## src/logic/pong_pkg.sv

```systemverilog
`default_nettype none

package pong_pkg;

    localparam int count_w     = 4;
    localparam int digit_count = 4;

    // Divider widths for a board clock
    localparam int step_bits_default     = 26;
    localparam int scan_bits_default     = 19;
    localparam int debounce_bits_default = 13;

    // Active-low segment patterns in gfedcba bit order
    localparam logic [6:0] seg_blank    = 7'b1111111;
    localparam logic [6:0] seg_dir_up   = 7'b1011100; // Upper arc
    localparam logic [6:0] seg_dir_down = 7'b1100011; // Lower arc
    localparam logic [6:0] seg_one      = 7'b1111001;
    localparam logic [6:0] seg_zero     = 7'b1000000;

    // Values 10 to 15 reuse the ones digit
    localparam logic [6:0] seg_digit_table [0:15] = '{
        7'b1000000, 7'b1111001, 7'b0100100, 7'b0110000,
        7'b0011001, 7'b0010010, 7'b0000010, 7'b1111000,
        7'b0000000, 7'b0010000, 7'b1000000, 7'b1111001,
        7'b0100100, 7'b0110000, 7'b0011001, 7'b0010010
    };

endpackage

`default_nettype wire

```

## src/logic/button_conditioner.sv

```systemverilog
`timescale 1ns/1ps
`default_nettype none

module button_conditioner
    import pong_pkg::*;
#(
    parameter int debounce_bits = debounce_bits_default
) (
    input  logic clk,
    input  logic rst_n,
    input  logic flip,
    output logic flip_pulse
);

    logic [debounce_bits-1:0] sample_div;
    logic                     sample_tick;
    logic [3:0]               history;
    logic                     debounced;
    logic                     debounced_q;

    assign sample_tick = &sample_div;
    assign debounced   = &history; // Four high samples in a row

    always_ff @(posedge clk) begin
        if (!rst_n) begin
            sample_div <= '0;
        end else begin
            sample_div <= sample_div + debounce_bits'(1);
        end
    end

    always_ff @(posedge clk) begin
        if (!rst_n) begin
            history <= 4'b0000;
        end else if (sample_tick) begin
            history <= {history[2:0], flip};
        end
    end

    // Rising edge of the debounced level, one cycle wide
    always_ff @(posedge clk) begin
        if (!rst_n) begin
            debounced_q <= 1'b0;
            flip_pulse  <= 1'b0;
        end else begin
            debounced_q <= debounced;
            flip_pulse  <= debounced & ~debounced_q;
        end
    end

endmodule

`default_nettype wire

```

## src/logic/display_scan.sv

```systemverilog
`timescale 1ns/1ps
`default_nettype none

module display_scan
    import pong_pkg::*;
#(
    parameter int scan_bits = scan_bits_default
) (
    input  logic                   clk,
    input  logic                   rst_n,
    input  logic [count_w-1:0]     count,
    input  logic                   direction,
    output logic [digit_count-1:0] an,
    output logic [6:0]             segs
);

    logic [scan_bits-1:0] scan_div;
    logic [1:0]           digit;
    logic [6:0]           seg_ones;
    logic [6:0]           seg_tens;
    logic [6:0]           seg_dir;

    always_ff @(posedge clk) begin
        if (!rst_n) begin
            scan_div <= '0;
        end else begin
            scan_div <= scan_div + scan_bits'(1);
        end
    end

    // Each digit gets a quarter of the scan period
    assign digit = scan_div[scan_bits-1 -: 2];

    // One anode low at a time
    assign an = ~(digit_count'(1) << digit);

    assign seg_ones = seg_digit_table[count];
    assign seg_tens = (count > count_w'(9)) ? seg_one : seg_zero;
    assign seg_dir  = direction ? seg_dir_up : seg_dir_down;

    always_comb begin
        case (digit)
            2'd0:    segs = seg_ones;
            2'd1:    segs = seg_tens;
            2'd2:    segs = seg_dir;
            2'd3:    segs = seg_dir; // Glyph repeated on both upper digits
            default: segs = seg_blank;
        endcase
    end

endmodule

`default_nettype wire

```

## src/logic/ping_pong_counter.sv

```systemverilog
`timescale 1ns/1ps
`default_nettype none

module ping_pong_counter
    import pong_pkg::*;
#(
    parameter int step_bits = step_bits_default
) (
    input  logic               clk,
    input  logic               rst_n,
    input  logic               en,
    input  logic               flip_pulse,
    input  logic [count_w-1:0] max,
    input  logic [count_w-1:0] min,
    output logic [count_w-1:0] count,
    output logic               direction
);

    logic [step_bits-1:0] step_div;
    logic                 step_tick;
    logic                 active;
    logic [count_w-1:0]   next_count;
    logic                 next_dir;
    logic                 stepped_dir;

    // Free-running step divider
    always_ff @(posedge clk) begin
        if (!rst_n) begin
            step_div <= '0;
        end else begin
            step_div <= step_div + step_bits'(1);
        end
    end

    assign step_tick = &step_div;

    // Frozen outside the bounds or with an empty range
    assign active = en
                 && (min <= count)
                 && (count <= max)
                 && (max != min);

    always_comb begin
        next_count = count;
        next_dir   = direction;
        if (active) begin
            if (count == max) begin
                next_count = count - count_w'(1); // Bounce off the top
                next_dir   = 1'b0;
            end else if (count == min) begin
                next_count = count + count_w'(1);
                next_dir   = 1'b1;
            end else if (direction) begin
                next_count = count + count_w'(1);
            end else begin
                next_count = count - count_w'(1);
            end
        end
    end

    // Direction after this cycle's step, before any manual flip
    assign stepped_dir = step_tick ? next_dir : direction;

    always_ff @(posedge clk) begin
        if (!rst_n) begin
            count <= min;
        end else if (step_tick) begin
            count <= next_count;
        end
    end

    // A flip inverts whatever direction the step would leave behind,
    // so it governs the step after this one
    always_ff @(posedge clk) begin
        if (!rst_n) begin
            direction <= 1'b1; // Count up out of reset
        end else if (flip_pulse && active) begin
            direction <= ~stepped_dir;
        end else begin
            direction <= stepped_dir;
        end
    end

endmodule

`default_nettype wire

```

## src/logic/pong_display_top.sv

```systemverilog
`timescale 1ns/1ps
`default_nettype none

module pong_display_top
    import pong_pkg::*;
#(
    parameter int step_bits     = step_bits_default,
    parameter int scan_bits     = scan_bits_default,
    parameter int debounce_bits = debounce_bits_default
) (
    input  logic                   clk,
    input  logic                   rst_n,
    input  logic                   en,
    input  logic                   flip,
    input  logic [count_w-1:0]     max,
    input  logic [count_w-1:0]     min,
    output logic [digit_count-1:0] an,
    output logic [6:0]             segs
);

    logic               flip_pulse;
    logic [count_w-1:0] count;
    logic               direction;

    // Raw button to single-cycle press pulse
    button_conditioner #(
        .debounce_bits (debounce_bits)
    ) u_button (
        .clk        (clk),
        .rst_n      (rst_n),
        .flip       (flip),
        .flip_pulse (flip_pulse)
    );

    ping_pong_counter #(
        .step_bits (step_bits)
    ) u_counter (
        .clk        (clk),
        .rst_n      (rst_n),
        .en         (en),
        .flip_pulse (flip_pulse),
        .max        (max),
        .min        (min),
        .count      (count),
        .direction  (direction)
    );

    // Multiplexed four-digit output
    display_scan #(
        .scan_bits (scan_bits)
    ) u_display (
        .clk       (clk),
        .rst_n     (rst_n),
        .count     (count),
        .direction (direction),
        .an        (an),
        .segs      (segs)
    );

endmodule

`default_nettype wire

```

## config.mk

```make
export PLATFORM = sky130hd
export DESIGN_NAME = pong_display_top
export DESIGN_NICKNAME = d
export VERILOG_FILES = /design/src/logic/pong_pkg.sv /design/src/logic/button_conditioner.sv /design/src/logic/display_scan.sv /design/src/logic/ping_pong_counter.sv /design/src/logic/pong_display_top.sv
export SDC_FILE = /design/constraint.sdc
export NUM_CORES = 1
export LEC_CHECK = 0
export BUFFER_PORTS_ARGS = -buffer_cell sky130_fd_sc_hd__buf_2
export CAP_MARGIN = 10
export CORE_UTILIZATION = 34
export CTS_CLUSTER_SIZE = 8
export DETAILED_ROUTE_END_ITERATION = 10
export MAX_ROUTING_LAYER = met4
export PLACE_DENSITY = 0.59
export REMOVE_ABC_BUFFERS = 1
export SLEW_MARGIN = 5
export SYNTH_ARGS = -nofsm -noshare
export SYNTH_HDL_FRONTEND = slang
export SYNTH_SLANG_ARGS = --single-unit
```

## constraint.sdc

```tcl
create_clock -name clk -period 2.8 [get_ports clk]
set_input_delay 0.56 -clock clk [delete_from_list [all_inputs] [get_ports clk]]
set_output_delay 0.56 -clock clk [all_outputs]
set_load 0.03 [all_outputs]
```

Word level (Yosys, flattened, before mapping)
Memories as Yosys holds them, arrays and structs flattened.
Cells that the tools add are included.
{ "word_totals": {"register_bits": 69, "rom_bits": 112, "in_bits": 12, "elab_cells": 58, "memories": 1} }
{ "memory_table": {"columns": ["name", "words", "word_bits", "rd", "rd_clocked_by_memory_dff", "wr", "line", "source"], "rows": [
  ["(name not given)", 16, 7, 1, 0, 0, "display_scan.sv:37", "assign seg_ones = seg_digit_table[count];"]
]} }
{ "op_classes": {"addsub": 5, "order_cmp": 4, "eq_ne": 8, "shift": 1, "n_mux": 16, "bitwise_logic": 5, "reduce_logical": 10} }
{ "op_table": {"columns": ["cell", "n"], "rows": [
  ["adder 26 x 1 -> 26 bit (second input constant)", 1],
  ["AND reduction 26 bit", 1],
  ["two-way mux 4 bit", 6],
  ["case mux 7 bit (3 select lines)", 1],
  ["adder 19 x 1 -> 19 bit (second input constant)", 1],
  ["two-way mux 7 bit", 2],
  ["adder 13 x 1 -> 13 bit (second input constant)", 1],
  ["AND reduction 13 bit", 1],
  ["two-way mux 6 bit", 2],
  ["equality test 4 bit", 2],
  ["<= comparator 4 bit", 2],
  ["greater-or-equal comparator 5 bit (second input constant)", 1],
  ["two-way mux 1 bit", 5],
  ["NOT 4 -> 5 bit", 1],
  ["adder 4 x 1 -> 4 bit (second input constant)", 1],
  ["equality test 2 bit (second input constant)", 2],
  ["greater-than comparator 4 bit (second input constant)", 1],
  ["logical AND 1 bit", 4],
  ["!= test 2 x 1 -> 1 bit (second input constant)", 2],
  ["!= test 4 bit", 1],
  ["NOT 4 bit", 1],
  ["AND reduction 4 bit", 1],
  ["left shift 1 x 2 -> 4 bit (first input constant)", 1],
  ["subtractor 4 x 1 -> 4 bit (second input constant)", 1],
  ["other kinds (6)", 7]
]} }

Longest topological paths before layout
{ "logic_depth": {"word_depth": 8, "mapped_depth": 9, "mapped_depth_nobuf": 8} }

By module
From an unflattened synthesis, not the netlist that was laid out.
{ "unflattened": {"cells_unflattened": 408, "area_unflattened_um2": 3698.5} }
{ "by_module_without_submodules": {"columns": ["mod", "instances", "cells_each", "area_each_um2", "seq_area_each_um2"], "rows": [
  ["ping_pong_counter", 1, 183, 1731.7, 660.6],
  ["display_scan", 1, 141, 1173.6, 380.4],
  ["button_conditioner", 1, 84, 793.3, 380.4]
]} }

Least setup slack after synthesis
No wires, ideal clock.
{ "synth_path": {"path_type": "reg-to-reg", "from": "reg u_counter.count[3]", "to": "reg u_counter.count[0], enable pin", "arrival_ps": 2351, "path_slack_ps": 87, "path_stages_with_launch": 9, "n_path_buf": 1, "synth_period_minus_slack_ps": 2713, "cell_sequence": "edfxtp_1 -> clkbuf_1 -> clkinv_1 -> ha_1 -> nand3_1 -> o22ai_1 -> o22a_1 -> or3_1 -> o21ai_0"} }
{ "synth_between": {"elab_chain_cells": 6} }
{ "synth_rtl": {"columns": ["element", "line", "source"], "rows": [
  ["from (decl)", "ping_pong_counter.sv:15", "output logic [count_w-1:0] count,"],
  ["from (signal assigned)", "ping_pong_counter.sv:66", "count <= min;"],
  ["from (signal assigned)", "ping_pong_counter.sv:68", "count <= next_count;"],
  ["<= comparator 4 bit", "ping_pong_counter.sv:39", "&& (min <= count)"],
  ["logical AND 1 bit", "ping_pong_counter.sv:39", null],
  ["logical AND 1 bit *", "ping_pong_counter.sv:40", "&& (count <= max)"],
  ["logical AND 1 bit *", "ping_pong_counter.sv:41", "&& (max != min);"],
  ["!= test 2 x 1 -> 1 bit (no source line) *", null, null],
  ["AND reduction 2 bit (no source line) *", null, null]
]} }
Every way passes the cells marked *; elsewhere a longest branch is shown, timed or not.
A chain may end at the register's enable or synchronous reset.

Worst setup path in the final report
{ "layout_path": {"from": "reg u_counter.count[0]", "to": "out segs[3]"} }
{ "layout_between": {"elab_chain_cells": 5} }
{ "layout_rtl": {"columns": ["element", "line", "source"], "rows": [
  ["NOT 4 -> 5 bit (not written as such)", "display_scan.sv:37", null],
  ["memory (16 x 7 bit)", null, null],
  ["two-way mux 7 bit (not written as such) (2 in series)", "display_scan.sv:37", null],
  ["case mux 7 bit (3 select lines) *", "display_scan.sv:42", "case (digit)"],
  ["to (decl)", "pong_display_top.sv:18", "output logic [6:0] segs"]
]} }
Every way passes the cells marked *; elsewhere a longest branch is shown, timed or not. The select of a mux whose other input is x is not followed.

==> results.md <==
* F_max at 378 MHz
* Drt total wl at 6.38 mm
* Ranking of synthesized cells by area: dfxtp_1, xnor2_1, and2_1, ha_1, nand3_1
* Design Area, Final at 4110 um^2
* Final setup vio count at 0
* Antenna cells at 0
* Vert. Die Dim at 104 um
* Clock Sinks at 69
* Final cell count without fillers at 572
* Buf/Inv on CP at 2
* Worst Hold Class: register to register
* Minimum clock period at 2650 ps
* Largest net degree at the start of global routing at 29
* DRC at 0
* Number of I/O port buffers at 22
* Synth cell types at 42
* Clk slew on worst S/H paths at 70 ps
* CP Launch Type: register
* Max IR drop VDD at 0.219 mV
* Commonest non-fill, non-tap cell in the layout: dfxtp_1
* Area Growth Syn to Fin at 15.2%
* ANT nets after route at 0
* Post-placement cell count at 550
* Synthesis warning total at 0
* Clock buffer depth at 2
* Status: complete, no violations
* CORE AREA at 10200 um^2
* Synth Instances at 398
* Most used cell, CP: nor2_1
* Final Hold Fails at 0
* Total GRT Usage at 13.0%
* GR Overflow Total at 0
* CTS buffer count at 9
* Layout cells sized above 1 at 13.1%
* Cell family with most CP delay: flip-flops
* Crit path capture type: output port
* Vias per std cell at 4.75
* Worst-Skew Late Latency at 330 ps
* Synth area leader: dfxtp_1
* # IOs at 23
* Slew HR at 68.6%
* Starting DRT DRC Count at 134
* Vias in the first global route at 2556
* Syn Std Cell Area at 3570 um^2
* CP arrival at 2090 ps
* Post-synth top area share at 36.5%
* TritonCTS clock tree: yes
* Slew Limit Fails at 0
* Initial antenna violation count at 0
* Hold endpoint: u_button.flip_pulse
* Required time of the critical path at 2240 ps
* First-pass GRT wire length at 11.5 mm
* Die width at 104 um
* Setup Skew at 9.47 ps
* Maxcap violations at 0
* R2R Path End: u_counter.count[2]
* Initial Util at 34.9%
* Row cnt at 37
* Drt wl/cell at 11.2 um
* Power density cells at 520 nW/um^2
* Htree depth at 3
* Tcrit/Tclk final at 94.6%
* Die Footprint at 10900 um^2
* Worst Min Path Start: u_button.debounced_q
* Post-DP HPWL at 4.43 mm
* Buffer count from post-CTS setup fixing at 0
* Crit path max fanout at 7
* Hold Crit Depth at 1
* Count of state elements after synthesis at 69
* LEAKAGE at 1.63 nW
* CTS hold repair buffers at 0
* Cell Chain, Critical Path: inv_1 -> ha_1 -> nor2_1 -> nor2_1 -> nor3_1 -> a21oi_1 -> o21ai_0 -> buf_2
* CTS resizes at 0
* Most frequent cells in the layout: dfxtp_1, and2_1, xnor2_1
* Via count at 2717
* Setup Crit Path Kind: register to output port
* Worst R2R Path Depth at 8
* Worst path max stage delay at 500 ps
* Post-DP Area at 3840 um^2
* Worst slew pin tran at 466 ps
* Register area share after synthesis at 39.9%
* Number of fill cells in the layout at 1020
* Final GP Congestion at 0.836
* R2R setup slack at 420 ps
* Root Driver: clkbuf_8
* Final #Nets at 461
* Design Power at 0.00214 W
* Drt pass-1 iters at 4
* R2r startpoint: u_counter.count[2]
* Slowest cell on the critical path: edfxtp_1
* Mean Syn Cell Area at 8.96 um^2
## cells by family after synthesis
family,count (synthesis),synth area share (%)
AND/OR/NAND/NOR,179,28.1
flip-flops,69,39.9
XOR/XNOR,53,13.0
AO/OA/AOI/OAI,46,8.14
buffers and inverters,27,2.84
adder cells (fa/ha/maj),18,6.32
multiplexers,6,1.75
## sequential cells by signal (all words and copies together), names as in the netlist
register	cells
u_counter.step_div	26
u_display.scan_div	19
u_button.sample_div	13
u_button.history	4
u_counter.count	4
u_button.debounced_q	1
u_button.flip_pulse	1
u_counter.direction	1
## cell type report
cell class	count	area [um^2]	area share [%]
Multi-Input combinational cell	302	2040	49.8
Sequential cell	69	1420	34.6
Timing Repair Buffer	33	193	4.69
Tap cell	136	170	4.14
Clock buffer	11	163	3.96
Inverter	16	60.1	1.46
Clock inverter	5	56.3	1.37
## routing by layer
layer | part of all wire, % | vias up | wire, um | global-route usage (%)
met1 | 52 | 1247 | 3290 | 16.8
met4 | 1.3 | 0 | 80 | 5.61
met3 | 2.5 | 6 | 160 | 2.51
met5 | 0 | - | 0 | -
met2 | 45 | 40 | 2850 | 19.7
li1 | - | 1424 | - | -
## synthesized netlist by cell type, drive strengths merged
cell     n
clkbuf  11
o211ai   1
a31oi    1
o31a     1
mux2i    4
mux2     2
nor2b    9
o31ai    2
inv     15
dfxtp   65
edfxtp   4
nor3     5
nand2b   2
and4     5
o41ai    1
o311ai   1
clkinv   1
nor2    14
o22a     1
xor2    13
nand3   27
xnor2   40
and3    10
nor4     3
or3      8
o21ai   11
o22ai    3
nand4   13
and2    49
or2      1
or4      1
a21oi   11
o21a     1
ha      18
a211oi   2
a21boi  10
nand2   32
## worst max-delay path by stage
stage | cells past startpoint | startpoint | endpoint
after floorplan | 7 | u_counter.count[3] | u_counter.count[0]
after global placement | 9 | max[2] | u_counter.count[2]
after detailed placement | 9 | max[2] | u_counter.count[1]
after CTS | 8 | u_counter.count[0] | segs[3]
after global routing | 8 | u_counter.count[0] | segs[3]
final | 8 | u_counter.count[0] | segs[3]
## power by group
part	total [W]	internal (W)	switching (W)	leakage, nW
clock network	0.000854	0.000488	0.000366	0.110
logic	0.000254	0.000107	0.000147	0.957
registers	0.00103	0.00101	0.0000182	0.564
total	0.00214	0.00160	0.000531	1.63
## per-stage QoR
stage	setup slack (ps)	hold WS, ps	utilization [%]	TNS [ps]
floorplan	225	376	-	0
global placement	365	390	37.6	0
detailed placement	361	399	37.6	0
CTS	137	412	39.7	0
global route	-29.2	442	40.1	-61.3
finish	152	409	40.1	0
(Power assumes the default switching activity.)
